[config.mk]
export PLATFORM = sky130hd
export DESIGN_NAME = video_scaler
export DESIGN_NICKNAME = d
export VERILOG_FILES = /design/src/source/video_pkg.sv /design/src/source/raster_timing.sv /design/src/source/fb_fetch.sv /design/src/source/osd_text.sv /design/src/source/pixel_output.sv /design/src/source/video_scaler.sv
export SDC_FILE = /design/constraint.sdc
export NUM_CORES = 1
export LEC_CHECK = 0
export ABC_AREA = 1
export BUFFER_PORTS_ARGS = -buffer_cell sky130_fd_sc_hd__clkbuf_2
export CAP_MARGIN = 20
export CELL_PAD_IN_SITES_DETAIL_PLACEMENT = 0
export CELL_PAD_IN_SITES_GLOBAL_PLACEMENT = 1
export CORE_MARGIN = 2
export CORE_UTILIZATION = 25
export DETAILED_ROUTE_END_ITERATION = 10
export PLACE_DENSITY_LB_ADDON = 0.1
export SYNTH_ARGS = -nofsm -noshare
export SYNTH_HDL_FRONTEND = slang
export SYNTH_SLANG_ARGS = --single-unit
[constraint.sdc]
create_clock -name clock -period 3.6 [get_ports clock]
set_input_delay 0.18 -clock clock [delete_from_list [all_inputs] [get_ports clock]]
set_output_delay 0.18 -clock clock [all_outputs]
set_load 0.03 [all_outputs]
[src/source/video_pkg.sv]
package video_pkg;

    //////////////////////////////////////////////////
    // vector types

    // raster coordinate, x and y alike
    typedef logic [7:0]  coord_t;
    typedef logic [23:0] pixel_t;
    typedef logic [5:0]  fb_addr_t;
    typedef logic [1:0]  text_addr_t;
    typedef logic [7:0]  char_code_t;
    // character code in the upper bits, font row below
    typedef logic [9:0]  font_addr_t;
    // bit 7 is the leftmost pixel
    typedef logic [7:0]  font_row_t;

    typedef enum logic {
        RASTER_IDLE,
        RASTER_RUN
    } raster_state_t;

    //////////////////////////////////////////////////
    // raster timing of the test mode

    localparam coord_t H_TOTAL      = 8'd40;
    localparam coord_t H_VISIBLE    = 8'd32;
    localparam coord_t H_SYNC_START = 8'd34;
    localparam coord_t H_SYNC_WIDTH = 8'd3;

    localparam coord_t V_TOTAL      = 8'd24;
    localparam coord_t V_VISIBLE    = 8'd16;
    localparam coord_t V_SYNC_START = 8'd19;
    localparam coord_t V_SYNC_WIDTH = 8'd2;

    localparam logic SYNC_ON_POLARITY = 1'b1;

    // framebuffer geometry, 4x horizontal and 2x vertical
    localparam int PIXEL_REPEAT   = 4;
    localparam int LINE_REPEAT    = 2;
    localparam int FB_LINE_LENGTH = 8;

    //////////////////////////////////////////////////
    // on-screen display

    localparam coord_t OSD_BG_X_START   = 8'd4;
    localparam coord_t OSD_BG_X_END     = 8'd28;
    localparam coord_t OSD_BG_Y_START   = 8'd2;
    localparam coord_t OSD_BG_Y_END     = 8'd14;

    localparam coord_t OSD_TEXT_X_START = 8'd8;
    localparam coord_t OSD_TEXT_X_END   = 8'd24;
    localparam coord_t OSD_TEXT_Y_START = 8'd4;
    localparam coord_t OSD_TEXT_Y_END   = 8'd12;

    localparam int FONT_WIDTH   = 8;
    localparam int FONT_HEIGHT  = 4;
    localparam int TEXT_COLUMNS = 2;

    // cycles from raster coordinate to output pins
    localparam int OUTPUT_LATENCY = 4;

    localparam pixel_t OSD_TEXT_COLOR = 24'hffffff;

endpackage

[src/source/raster_timing.sv]
`timescale 1ns/1ps

module raster_timing (
    input  logic              clock,
    input  logic              reset,
    input  logic              start,
    output video_pkg::coord_t x,
    output video_pkg::coord_t y,
    output logic              running,
    output logic              visible,
    output logic              hsync_raw,
    output logic              vsync_raw
);
    import video_pkg::*;

    raster_state_t state;
    coord_t        next_x;
    coord_t        next_y;
    logic          advance;

    // the start edge itself already loads coordinate 0,0
    assign advance = (state == RASTER_RUN) || start;
    assign running = (state == RASTER_RUN);

    //////////////////////////////////////////////////
    // next coordinate
    always_comb begin
        next_x = 8'd0;
        next_y = 8'd0;
        case (state)
            RASTER_IDLE: begin
                next_x = 8'd0;
                next_y = 8'd0;
            end
            RASTER_RUN: begin
                if (x == H_TOTAL - 8'd1) begin
                    next_x = 8'd0;
                    if (y == V_TOTAL - 8'd1) begin
                        next_y = 8'd0;
                    end else begin
                        next_y = y + 8'd1;
                    end
                end else begin
                    next_x = x + 8'd1;
                    next_y = y;
                end
            end
            default: begin
                next_x = 8'd0;
                next_y = 8'd0;
            end
        endcase
    end

    //////////////////////////////////////////////////
    // counters and raw flags, all for the same coordinate
    always_ff @(posedge clock or posedge reset) begin
        if (reset) begin
            state     <= RASTER_IDLE;
            x         <= 8'd0;
            y         <= 8'd0;
            visible   <= 1'b0;
            hsync_raw <= ~SYNC_ON_POLARITY;
            vsync_raw <= ~SYNC_ON_POLARITY;
        end else if (advance) begin
            state   <= RASTER_RUN;
            x       <= next_x;
            y       <= next_y;
            visible <= (next_x < H_VISIBLE) && (next_y < V_VISIBLE);

            if (next_x >= H_SYNC_START && next_x < H_SYNC_START + H_SYNC_WIDTH) begin
                hsync_raw <= SYNC_ON_POLARITY;
            end else begin
                hsync_raw <= ~SYNC_ON_POLARITY;
            end

            // whole lines only
            if (next_y >= V_SYNC_START && next_y < V_SYNC_START + V_SYNC_WIDTH) begin
                vsync_raw <= SYNC_ON_POLARITY;
            end else begin
                vsync_raw <= ~SYNC_ON_POLARITY;
            end
        end
    end

endmodule

[src/source/fb_fetch.sv]
`timescale 1ns/1ps

module fb_fetch (
    input  logic                clock,
    input  logic                reset,
    input  video_pkg::coord_t   x,
    input  video_pkg::coord_t   y,
    input  logic                running,
    output video_pkg::fb_addr_t rdaddr
);
    import video_pkg::*;

    logic [1:0] rep_count;
    logic [2:0] column;
    logic       line_rep;
    fb_addr_t   line_base;
    logic       in_area;
    logic       line_end;

    assign in_area  = (x < H_VISIBLE) && (y < V_VISIBLE);
    assign line_end = (x == H_TOTAL - 8'd1);

    // column steps once every PIXEL_REPEAT visible pixels
    always_ff @(posedge clock or posedge reset) begin
        if (reset) begin
            rep_count <= 2'd0;
            column    <= 3'd0;
        end else if (!running || line_end) begin
            rep_count <= 2'd0;
            column    <= 3'd0;
        end else if (x < H_VISIBLE) begin
            if (rep_count == 2'(PIXEL_REPEAT - 1)) begin
                rep_count <= 2'd0;
                column    <= column + 3'd1;
            end else begin
                rep_count <= rep_count + 2'd1;
            end
        end
    end

    // line doubling: LINE_REPEAT raster lines per buffer line
    always_ff @(posedge clock or posedge reset) begin
        if (reset) begin
            line_rep  <= 1'b0;
            line_base <= '0;
        end else if (!running) begin
            line_rep  <= 1'b0;
            line_base <= '0;
        end else if (line_end) begin
            if (y == V_TOTAL - 8'd1) begin
                line_rep  <= 1'b0;
                line_base <= '0;
            end else if (y < V_VISIBLE) begin
                if (line_rep == 1'(LINE_REPEAT - 1)) begin
                    line_rep  <= 1'b0;
                    line_base <= line_base + fb_addr_t'(FB_LINE_LENGTH);
                end else begin
                    line_rep <= line_rep + 1'b1;
                end
            end
        end
    end

    always_ff @(posedge clock or posedge reset) begin
        if (reset) begin
            rdaddr <= '0;
        end else begin
            rdaddr <= (running && in_area) ? line_base + fb_addr_t'(column) : '0;
        end
    end

endmodule

[src/source/osd_text.sv]
`timescale 1ns/1ps

module osd_text (
    input  logic                  clock,
    input  logic                  reset,
    input  video_pkg::coord_t     x,
    input  video_pkg::coord_t     y,
    input  logic                  running,
    input  logic                  enable_osd,
    input  logic                  highlight_line,
    input  video_pkg::char_code_t text_rddata,
    input  video_pkg::font_row_t  char_rddata,
    output video_pkg::text_addr_t text_rdaddr,
    output video_pkg::font_addr_t char_rdaddr,
    output logic                  in_bg,
    output logic                  in_text,
    output logic                  font_bit
);
    import video_pkg::*;

    logic       bg_area;
    logic       text_area;
    coord_t     text_x;
    coord_t     text_y;
    logic       text_col;
    logic       text_row;
    logic [1:0] font_row;
    logic [2:0] font_col;

    logic       bg_s1;
    logic       text_s1;
    logic       row_s1;
    logic [1:0] font_row_s1;
    logic [2:0] font_col_s1;

    logic       bg_s2;
    logic       text_s2;
    logic       invert_s2;
    logic [2:0] font_col_s2;

    //////////////////////////////////////////////////
    // area tests and position inside the text box
    assign bg_area = running && enable_osd
                  && x >= OSD_BG_X_START && x < OSD_BG_X_END
                  && y >= OSD_BG_Y_START && y < OSD_BG_Y_END;
    assign text_area = running && enable_osd
                    && x >= OSD_TEXT_X_START && x < OSD_TEXT_X_END
                    && y >= OSD_TEXT_Y_START && y < OSD_TEXT_Y_END;

    assign text_x   = x - OSD_TEXT_X_START;
    assign text_y   = y - OSD_TEXT_Y_START;
    assign text_col = 1'(text_x / FONT_WIDTH);
    assign font_col = 3'(text_x % FONT_WIDTH);
    assign text_row = 1'(text_y / FONT_HEIGHT);
    assign font_row = 2'(text_y % FONT_HEIGHT);

    // stage 1: text memory address
    always_ff @(posedge clock or posedge reset) begin
        if (reset) begin
            bg_s1       <= 1'b0;
            text_s1     <= 1'b0;
            text_rdaddr <= '0;
        end else begin
            bg_s1       <= bg_area;
            text_s1     <= text_area;
            text_rdaddr <= text_area ? text_addr_t'(text_row * TEXT_COLUMNS + text_col) : '0;
        end
    end

    always_ff @(posedge clock) begin
        row_s1      <= text_row;
        font_row_s1 <= font_row;
        font_col_s1 <= font_col;
    end

    // stage 2: character code is back, address the font
    always_ff @(posedge clock or posedge reset) begin
        if (reset) begin
            bg_s2       <= 1'b0;
            text_s2     <= 1'b0;
            char_rdaddr <= '0;
        end else begin
            bg_s2       <= bg_s1;
            text_s2     <= text_s1;
            char_rdaddr <= {text_rddata, font_row_s1};
        end
    end

    always_ff @(posedge clock) begin
        invert_s2   <= (row_s1 == highlight_line);
        font_col_s2 <= font_col_s1;
    end

    // stage 3: pick the pixel, msb first
    always_ff @(posedge clock or posedge reset) begin
        if (reset) begin
            in_bg    <= 1'b0;
            in_text  <= 1'b0;
            font_bit <= 1'b0;
        end else begin
            in_bg    <= bg_s2;
            in_text  <= text_s2;
            font_bit <= char_rddata[3'(FONT_WIDTH - 1) - font_col_s2] ^ invert_s2;
        end
    end

endmodule

[src/source/pixel_output.sv]
`timescale 1ns/1ps

module pixel_output (
    input  logic              clock,
    input  logic              reset,
    input  video_pkg::pixel_t rddata,
    input  logic              visible,
    input  logic              hsync_raw,
    input  logic              vsync_raw,
    input  logic              in_bg,
    input  logic              in_text,
    input  logic              font_bit,
    output video_pkg::pixel_t video_out,
    output logic              hsync,
    output logic              vsync,
    output logic              draw_area
);
    import video_pkg::*;

    // {visible, hsync, vsync} per delay stage
    logic [2:0][2:0] ctrl_pipe;
    logic            visible_d;
    logic            hsync_d;
    logic            vsync_d;

    pixel_t pixel_in;
    pixel_t pixel_d;
    pixel_t pixel_dim;

    assign visible_d = ctrl_pipe[2][2];
    assign hsync_d   = ctrl_pipe[2][1];
    assign vsync_d   = ctrl_pipe[2][0];

    // half brightness on every channel
    assign pixel_dim = (pixel_d >> 1) & 24'h7f7f7f;

    //////////////////////////////////////////////////
    // alignment to the osd flags
    always_ff @(posedge clock or posedge reset) begin
        if (reset) begin
            ctrl_pipe <= {3{1'b0, ~SYNC_ON_POLARITY, ~SYNC_ON_POLARITY}};
        end else begin
            ctrl_pipe <= {ctrl_pipe[1:0], {visible, hsync_raw, vsync_raw}};
        end
    end

    // capture the read word, then one extra stage
    always_ff @(posedge clock) begin
        pixel_in <= rddata;
        pixel_d  <= pixel_in;
    end

    //////////////////////////////////////////////////
    // output register
    always_ff @(posedge clock or posedge reset) begin
        if (reset) begin
            video_out <= '0;
            hsync     <= ~SYNC_ON_POLARITY;
            vsync     <= ~SYNC_ON_POLARITY;
            draw_area <= 1'b0;
        end else begin
            hsync     <= hsync_d;
            vsync     <= vsync_d;
            draw_area <= visible_d;

            if (!visible_d) begin
                video_out <= '0;
            end else if (in_text && font_bit) begin
                video_out <= OSD_TEXT_COLOR;
            end else if (in_bg) begin
                video_out <= pixel_dim;
            end else begin
                video_out <= pixel_d;
            end
        end
    end

endmodule

[src/source/video_scaler.sv]
`timescale 1ns/1ps

module video_scaler (
    input  logic                  clock,
    input  logic                  reset,
    input  logic                  start,
    input  logic                  enable_osd,
    input  logic                  highlight_line,
    input  video_pkg::pixel_t     rddata,
    input  video_pkg::char_code_t text_rddata,
    input  video_pkg::font_row_t  char_rddata,
    output video_pkg::fb_addr_t   rdaddr,
    output video_pkg::text_addr_t text_rdaddr,
    output video_pkg::font_addr_t char_rdaddr,
    output video_pkg::pixel_t     video_out,
    output logic                  hsync,
    output logic                  vsync,
    output logic                  draw_area
);
    import video_pkg::*;

    coord_t x;
    coord_t y;
    logic   running;
    logic   visible;
    logic   hsync_raw;
    logic   vsync_raw;

    logic   in_bg;
    logic   in_text;
    logic   font_bit;

    //////////////////////////////////////////////////
    // raster counters
    raster_timing timing (
        .clock     (clock),
        .reset     (reset),
        .start     (start),
        .x         (x),
        .y         (y),
        .running   (running),
        .visible   (visible),
        .hsync_raw (hsync_raw),
        .vsync_raw (vsync_raw)
    );

    // framebuffer address, 1 cycle
    fb_fetch fetch (
        .clock   (clock),
        .reset   (reset),
        .x       (x),
        .y       (y),
        .running (running),
        .rdaddr  (rdaddr)
    );

    // text box, 3 cycles through both memories
    osd_text osd (
        .clock          (clock),
        .reset          (reset),
        .x              (x),
        .y              (y),
        .running        (running),
        .enable_osd     (enable_osd),
        .highlight_line (highlight_line),
        .text_rddata    (text_rddata),
        .char_rddata    (char_rddata),
        .text_rdaddr    (text_rdaddr),
        .char_rdaddr    (char_rdaddr),
        .in_bg          (in_bg),
        .in_text        (in_text),
        .font_bit       (font_bit)
    );

    //////////////////////////////////////////////////
    // composition and sync alignment
    pixel_output out (
        .clock     (clock),
        .reset     (reset),
        .rddata    (rddata),
        .visible   (visible),
        .hsync_raw (hsync_raw),
        .vsync_raw (vsync_raw),
        .in_bg     (in_bg),
        .in_text   (in_text),
        .font_bit  (font_bit),
        .video_out (video_out),
        .hsync     (hsync),
        .vsync     (vsync),
        .draw_area (draw_area)
    );

endmodule

=== After elaboration in Yosys (flattened, before gate mapping) ===
Cells that the tools add are included.

* Equality and inequality tests: 7
* Bitwise gates (word level): 2
* Mux-type cells: 30
* Reductions and logical operators: 23
* Multipliers: 0
* Add/subtract/negate cells: 11
* Div/mod/pow operators: 0
* Magnitude comparators: 17
* Shifts and indexed selects: 0

{| class="wikitable"
|+ Operator list
! operator !! number
|-
| $mux 24 || 3
|-
| $lt 8x5->1 const B || 5
|-
| $mux 6 || 6
|-
| $pmux 8 s2 || 2
|-
| $lt 8x6->1 const B || 3
|-
| $mux 8 || 3
|-
| $add 8x1->8 const B || 2
|-
| $ge 8x3->1 const B || 2
|-
| $lt 8x4->1 const B || 2
|-
| $logic_and 1x1->1 || 15
|-
| $mux 3 || 3
|-
| $eq 8x5->1 const B || 1
|-
| $eq 8x6->1 const B || 1
|-
| $ge 8x2->1 const B || 1
|-
| $ge 8x4->1 const B || 1
|-
| $ge 8x5->1 const B || 1
|-
| $ge 8x6->1 const B || 1
|-
| $mux 1 || 8
|-
| $mux 2 || 4
|-
| $add 6x3->6 || 1
|-
| $add 6x4->6 const B || 1
|-
| $ne 3x1->1 const B || 2
|-
| $lt 3x4->1 const B || 1
|-
| $reduce_and 2->1 || 2
|-
| 17 further kinds || 19
|}

* RAM bits: 0
* Bits in latches: 0
* Word-level logic and storage cells: 124
* Bits of input ports: 45
* Register bits: 151
* Memories kept: 0
* Memory bits (read-only): 0
* Output and inout port bits: 45

=== Logic depth before layout (Yosys ltp) ===
Gate-level depths: netlist of the first run.

* Depth in word-level cells: 7
* Mapped depth: 13
* Mapped depth without buffers: 13

=== By module ===
Synthesis of the first run repeated with hierarchy kept, for this count alone.

* Cell total of the unflattened synthesis: 613
* Area total of the unflattened synthesis: 5565.3 µm²

{| class="wikitable"
|+ Modules (own cells, without submodules)
! module !! instances !! area an instance (µm²) !! seq. area each (µm²) !! cells an instance
|-
| pixel_output || 1 || 2453.6 || 1861.8 || 228
|-
| raster_timing || 1 || 1316.3 || 500.5 || 189
|-
| osd_text || 1 || 940.9 || 675.6 || 88
|-
| fb_fetch || 1 || 854.6 || 375.4 || 108
|}

=== Worst setup path before layout of the first run ===
No wires, ideal clock.

* Path type: register -> register
* Start point: register timing.x[0]
* End point: register timing.vsync_raw
* Period minus slack after synthesis: 1.486 ns
* Required time: 3.534 ns
* Stages on the path, launching flop included: 13
* Buffers on the path: 0
* Setup time: 0.066 ns
* Arrival: 1.421 ns
* Slack: 2.114 ns
* Path through: dfrtp_1 > ha_1 > nand2_2 > clkinv_2 > nand2_4 > nor2_8 > nor2_2 > nand2_1 > nand2_1 > nand3_1 > nand2_1 > nand3_1 > nand2_1

* Cells in the longest elaborated chain, start to end: 6
* Elaborated cells on any way between the ends: 7
* Those cells by class: order compare: 2; eq/ne: 1; mux: 3; reduce/logical: 1

{| class="wikitable"
|+ Ends and longest elaborated chain
! element !! line !! source
|-
| start: declaration || raster_timing.sv:7 || <nowiki>output video_pkg::coord_t x,</nowiki>
|-
| start signal: assignment || raster_timing.sv:67 || <nowiki>x <= next_x;</nowiki>
|-
| $eq 8x6->1 (*) || raster_timing.sv:36 || <nowiki>if (x == H_TOTAL - 8'd1) begin</nowiki>
|-
| $mux 8 (*) || raster_timing.sv:36 ||
|-
| $pmux 8 s2 (*) || raster_timing.sv:30 || <nowiki>case (state)</nowiki>
|-
| $ge 8x5->1 or $lt 8x5->1 (tied branches) || raster_timing.sv:78 || <nowiki>if (next_y >= V_SYNC_START && next_y < V_SYNC_START + V_SYNC_WIDTH) begin</nowiki>
|-
| $logic_and 1x1->1 (*) || raster_timing.sv:78 ||
|-
| $mux 1 (*) || raster_timing.sv:78 ||
|-
| end signal: assignment || raster_timing.sv:64 || <nowiki>vsync_raw <= ~SYNC_ON_POLARITY;</nowiki>
|-
| end signal: assignment || raster_timing.sv:81 || <nowiki>vsync_raw <= ~SYNC_ON_POLARITY;</nowiki>
|-
| end: declaration || raster_timing.sv:12 || <nowiki>output logic vsync_raw</nowiki>
|}

Mark *: on every way between the ends. The rest lies on a longest branch, timed or not.
A chain may end at the register's enable or synchronous reset.

=== Worst setup path after layout of the first run ===
Ends and elaborated chain as after synthesis.

==> results of run 1 <==
[worst paths after layout]
check                      cells after the start                  to               start
setup / recovery                              12    timing.vsync_raw         timing.x[0]
hold / removal                                 4      timing.visible               start
setup reg to reg                              12    timing.vsync_raw         timing.x[0]
hold reg to reg                                0  osd.char_rdaddr[1]  osd.font_row_s1[1]
max in group asynchronous                      4  osd.text_rdaddr[1]               reset
min in group asynchronous                      4   out.video_out[16]               reset
[registers in the layout, summed over array words and instances (netlist names), 2 cells and up]
signal,count
out.pixel_d,24
out.pixel_in,24
out.video_out,24
osd.char_rdaddr,10
out.ctrl_pipe,9
timing.x,8
timing.y,8
fetch.rdaddr,6
fetch.column,3
fetch.line_base,3
osd.font_col_s1,3
osd.font_col_s2,3
fetch.rep_count,2
osd.font_row_s1,2
osd.text_rdaddr,2
[Yosys cell counts, drive strengths merged, types with 2 or more instances]
cell type,count,area share (%)
nor2,42,3.7
nand3,34,3.4
o21ai,25,2.5
dfrtp,90,45
nor3,4,0.49
o22ai,2,0.25
buf,5,0.45
dfxtp,58,23
a21oi,10,0.99
nand4,3,0.37
nand2,133,11
mux2i,2,0.40
inv,49,3.6
ha,7,1.7
o211ai,3,0.45
a31oi,20,2.5
clkbuf,6,0.45
[worst min-delay path: stages]
cell and delay [ns]:
clkbuf_2 0.09, nor2_1 0.11, nand2_1 0.08, nand2_1 0.04
[per-stage QoR]
stage	cells	setup WS, ns	power (mW)
after floorplan	497	1.08	2.69
after CTS	915	1.87	4.78
after global placement	849	1.91	3.02
after detailed placement	849	1.90	3.01
final	915	1.87	4.70
after global routing	915	1.67	5.00
[cells by family after synthesis]
kind of cell	after synthesis	synth area share, %
XOR/XNOR	2	0.347
flip-flops	148	67.5
multiplexers	2	0.396
buffers and inverters	61	4.63
AO/OA/AOI/OAI	61	6.88
adder cells (fa/ha/maj)	7	1.73
AND/OR/NAND/NOR	216	18.5
[per-layer routing]
metal  vias to the layer above  wire length (um)  share of wire [%]
met4                         0               117               0.95
li1                       1863                 -                  -
met2                        81              5960                 48
met5                         -                 0                  0
met3                        10               539                4.4
met1                      1765              5670                 46
[placed cells by master, fill, tap and decap left out, types with 2 or more instances in the layout]
cell           instances
nand2_1              126
dfrtp_1               90
clkbuf_2              89
dfxtp_1               58
inv_1                 45
nor2_1                37
nand3_1               34
dlygate4sd3_1         34
o21ai_0               24
a31oi_1               20
clkbuf_16             17
a21oi_1               10
ha_1                   7
inv_6                  5
nand2_2                4
clkinv_2               4
buf_4                  4
inv_2                  3
nor2_2                 3
nand2_4                3
nand4_1                3
o211ai_1               3
nor3_1                 3
mux2i_1                2
o22ai_1                2
clkinv_4               2
clkinvlp_4             2
inv_8                  2
[where the power goes]
| group | leakage [nW] | switching [mW] | internal [mW] | total, mW |
|---|---|---|---|---|
| Combinational | 1.49 | 0.608 | 0.300 | 0.908 |
| Clock | 0.276 | 0.731 | 0.971 | 1.70 |
| Sequential | 1.67 | 0.191 | 1.90 | 2.09 |
[cell type report]
class | instances | area, um^2
Multi-Input combinational cell | 288 | 1410
Sequential cell | 148 | 3410
Clock buffer | 18 | 429
Fill cell | 2119 | 13300
Clock inverter | 14 | 139
Timing Repair Buffer | 127 | 816
Tap cell | 270 | 338
Inverter | 50 | 190
==> out/metrics.cfg, run 1 <==
[outcome]
status = completed

[critical_path]
end_kind = flip-flop
crit_family = simple AND/OR/NAND/NOR gates
crit_buf_inv = 1
cp_max_fo = 8
critPathLaunchType = flip-flop
path_class = reg -> reg
critPathMaxStageDelay_ns = 0.44
crit_path_cell_trace = ha_1, nand2_2, clkinv_2, nand2_4, nor2_8, nor2_2, nand2_1, nand2_1, nand3_1, nand2_1, nand3_1, nand2_1
required_ns = 3.94
rrSetupSlack_ns = 1.87
path_common_cell = nand2_1
slowest_stage = dfrtp_1
cp.arrival_ns = 2.07

[final_layout]
area_delta_synth_final_pct = 33.2
drive_above_1_share_pct = 22.2
fin_util_pct = 33.6
stdcell_area_um2 = 6730
nNetsFinal = 684
num_antenna_cells = 0

[die]
num_rows = 52
die_y_um = 146
core_um2 = 20000
dieArea_um2 = 21400
die_w_um = 146
ioPinCount = 90
initial_core_util_pct = 25.2

[global_route]
grt_use_met2_pct = 20.6
grt_max_degree = 59
grt_pass1_wl_mm = 20.4
top_usage_layer = met2
overflow = 0
grtUsageMet3_pct = 3.53
globalRouteMet1Util_pct = 15.4
first_global_vias = 3971
track_usage_pct = 12.3
antenna_found_initial = 0

[sta]
fin_crit_ns = 1.73
max-slew-margin-rel_pct = 38.2
max_slew.worst_pin.slew_ns = 0.924
hold_ws_ns = 0.130
setup_viol_count_final = 0
fmax_mhz = 579
fin_crit_sh_pct = 48.0
slew_violations = 0
finalHoldViolCount = 0
setup_tns_ns = 0
skew_ns = 0.0102
rsz0062_at_grt = no

[synth]
synth_top_flop_cell = dfrtp_1
synth_edf_count = 0
async_flop_share_pct = 60.8
ys_ff_latch = 148
netlist_instances = 497
yosysUniqueCellTypes = 30
yosysSeqAreaShare_pct = 67.5
synth.net_count = 549
ys_warn_count = 0
synth.cell_area_um2 = 5050
synth_area_per_cell_um2 = 10.2

[power]
p_leak_nw = 3.44
power_density_nw_per_um2 = 698
vdd_drop_max_mv = 0.270

[routing]
drt_iter0_drc = 227
post_drt_wl_per_cell_um = 13.4
ant_nets = 0
drtPass1Iterations = 5
wl_mm = 12.3
dr_total_vias = 3719
drc = 0
viasPerCell = 4.06

[clocking]
cts-root-buf = clkbuf_16
cts_tree = done
cts_hold_buf = 34
insertion_delay_ns = 0.41
post_cts_buffers = 0
clockBufferDepth = 2
path_clk_slew_ns = 0.07
ctsResizeCount = 0
cts.sinks = 148
cts_buffers = 17
htreeDepth = 4

[placement]
place_area_um2 = 5820
io_buffers = 89
place_congestion = 0.818
dpl.hpwl_mm = 8.54

[run]
cap_violations = 0

[min_path]
hold_class = in -> reg

Power figures use the tool's default switching activity.
==> run 2, diff against run 1 <==
==> constraint.sdc (replaced) <==
create_clock -name clock -period 1.4 [get_ports clock]
set_input_delay 0.07 -clock clock [delete_from_list [all_inputs] [get_ports clock]]
set_output_delay 0.07 -clock clock [all_outputs]
set_load 0.03 [all_outputs]
==> out/metrics.cfg, run 2 (synthesized netlist as in run 1, its figures left out) <==
[final_layout]
final_cell_mix = 120 x nand2_1, 89 x clkbuf_2, 86 x dfrtp_1  ; was 126 x nand2_1, 90 x dfrtp_1, 89 x clkbuf_2
layout_commonest_cell = nand2_1  ; unchanged
reg.largest.list = out.pixel_d (24), out.pixel_in (24), out.video_out (24)  ; unchanged
num_antenna_cells = 0  ; unchanged
drive_above_1_share_pct = 36.6  ; was 22.2%
final_cell_count_no_fill = 973  ; was 915
fillers = 2088  ; was 2119
area_delta_synth_final_pct = 49.2  ; was 33.2%
nNetsFinal = 742  ; was 684

[routing]
wl_mm = 12.6  ; was 12.3 mm
drc = 0  ; unchanged
post_drt_wl_per_cell_um = 12.9  ; was 13.4 um
drt_iter0_drc = 148  ; was 227
drtPass1Iterations = 4  ; was 5
ant_nets = 0  ; unchanged
viasPerCell = 4.07  ; was 4.06
dr_total_vias = 3962  ; was 3719

[sta]
skew_ns = 0.00734  ; was 0.0102 ns
slew_violations = 0  ; unchanged
max-slew-margin-rel_pct = 67.8  ; was 38.2%
fin_ws_ns = -0.158  ; was 1.87 ns
fin_crit_sh_pct = 111  ; was 48.0%
fin_crit_ns = 1.56  ; was 1.73 ns
max_slew.worst_pin.slew_ns = 0.483  ; was 0.924 ns
fmax_mhz = 642  ; was 579 MHz
hold_ws_ns = 0.0565  ; was 0.130 ns
finalHoldViolCount = 0  ; unchanged
setup_viol_count_final = 10  ; was 0
rsz0062_at_grt = yes  ; was no

[power]
clockPowerShare_pct = 34.7  ; was 36.2%
vdd_drop_max_mv = 0.698  ; was 0.270 mV
power_frac_seq_pct = 39.2  ; was 44.4%
comb_power_share_pct = 26.1  ; was 19.3%
p_leak_nw = 3.82  ; was 3.44 nW
p_int_mw = 9.28  ; was 3.17 mW
power_density_nw_per_um2 = 1810  ; was 698 nW/um^2
sw_frac_of_total_pct = 31.8  ; was 32.6%
power_switching_mw = 4.34  ; was 1.53 mW

[global_route]
grt_pass1_wl_mm = 20.7  ; was 20.4 mm
overflow = 0  ; unchanged
track_usage_pct = 12.3  ; about the same
first_global_vias = 4047  ; was 3971
antenna_found_initial = 0  ; unchanged
grt_max_degree = 91  ; was 59

[clocking]
clockBufferDepth = 2  ; unchanged
htreeDepth = 4  ; unchanged
path_clk_slew_ns = 0.06  ; was 0.07 ns
cts-root-buf = clkbuf_16  ; unchanged
cts_buffers = 17  ; unchanged
insertion_delay_ns = 0.41  ; about the same
cts_tree = done  ; unchanged
cts.sinks = 148  ; unchanged

[critical_path]
end_kind = flip-flop  ; unchanged
required_ns = 1.74  ; was 3.94 ns
cp.arrival_ns = 1.90  ; was 2.07 ns
critPathLaunchType = flip-flop  ; unchanged
rrSetupSlack_ns = -0.16  ; was 1.87 ns
cp_max_fo = 8  ; unchanged
path_class = reg -> reg  ; unchanged
reg2reg_depth = 13  ; was 12

[die]
ioPinCount = 90  ; unchanged
die_w_um = 146  ; unchanged
initial_core_util_pct = 25.2  ; unchanged
core_um2 = 20000  ; unchanged
num_rows = 52  ; unchanged
dieArea_um2 = 21400  ; unchanged
die_y_um = 146  ; unchanged

[outcome]
status = finished with violations  ; was completed
failed_checks = setup timing

[placement]
dpl.hpwl_mm = 8.63  ; was 8.54 mm
place_congestion = 0.778  ; was 0.818
io_buffers = 89  ; unchanged
dp_cells = 900  ; was 849
placement.setup.worst_slack_ns = -0.249  ; was 1.90 ns

[min_path]
whs_path_depth = 4  ; unchanged
hold_class = in -> reg  ; unchanged

[run]
cap_violations = 0  ; unchanged

[run 2: cell count changes in the layout (fill, tap and decap cells not counted), moves of 7 or more]
cell	before	now
nor2_1	37	29
inv_2	3	11
buf_4	4	53
nand3_1	34	20
o21ai_2	1	8
inv_1	45	37
nand3_2	0	13
o21ai_0	24	11
[run 2: final cells by class]
cell class | instances | area [um^2] | share of cell area [%]
repair buffers | 185 | 1310 | 17.4
well taps | 270 | 338 | 4.48
inverters | 50 | 196 | 2.61
multi-input cells | 288 | 1660 | 22.0
clock buffers | 19 | 464 | 6.16
flip-flops and latches | 148 | 3420 | 45.3
clock inverters | 13 | 156 | 2.07
[run 2: critical path: stages (launching register included)]
cell and delay, ns:
dfrtp_1 0.39, ha_4 0.17, nand2_4 0.07, clkinv_4 0.08, nand2_4 0.06, nor2_8 0.18
nand2_2 0.07, nand2_2 0.07, nand2_1 0.05, nor2_1 0.08, nand2_1 0.05, nor2_1 0.09
nand3_1 0.08, nand2_1 0.06
[run 2: power groups by stage]
stage	Sequential [mW]	Clock (mW)	Combinational, mW
global placement	5.34	0	3.03
finish	5.34	4.72	3.56
floorplan	5.46	0	1.47
CTS	5.28	4.87	3.24
detailed placement	5.34	0	3.04
global route	5.43	5.07	3.94
[run 2: timing repair]
item                                    CTS  global route
hold buffers                             34             0
endpoints found under the hold margin   123             0
pin swaps                                 4            19
setup buffers                             4             4
resized for setup                        19            66
endpoints found under the setup margin   31            35
[run 2: path summary, 6_finish.rpt]
path / startpoint / endpoint
setup / recovery: timing.x[1] / timing.vsync_raw
hold / removal: start / timing.y[0]
setup reg to reg: timing.x[1] / timing.vsync_raw
hold reg to reg: out.pixel_in[7] / out.pixel_d[7]
max in group asynchronous: reset / timing.running
min in group asynchronous: reset / osd.char_rdaddr[5]
[run 2: per-stage QoR]
step	TNS [ns]	util [%]	total power, mW	instance area, um^2
6_report	-0.997	37.6	13.6	7540
4_1_cts	-1.24	36.5	13.4	7310
3_3_place_gp	-1.97	31.3	8.37	6260
3_5_place_dp	-2.20	31.3	8.38	6260
5_1_grt	-2.48	37.6	14.4	7540
2_1_floorplan	-0.144	-	6.94	5070
[run 2: per-layer routing]
layer	part of all wire (%)	wire (um)	track usage [%]	vias up
met4	1.1	142	3.93	0
li1	-	-	-	1987
met3	4.3	546	3.75	13
met1	46	5760	15.5	1869
met2	49	6150	20.2	93
met5	0	0	0	-
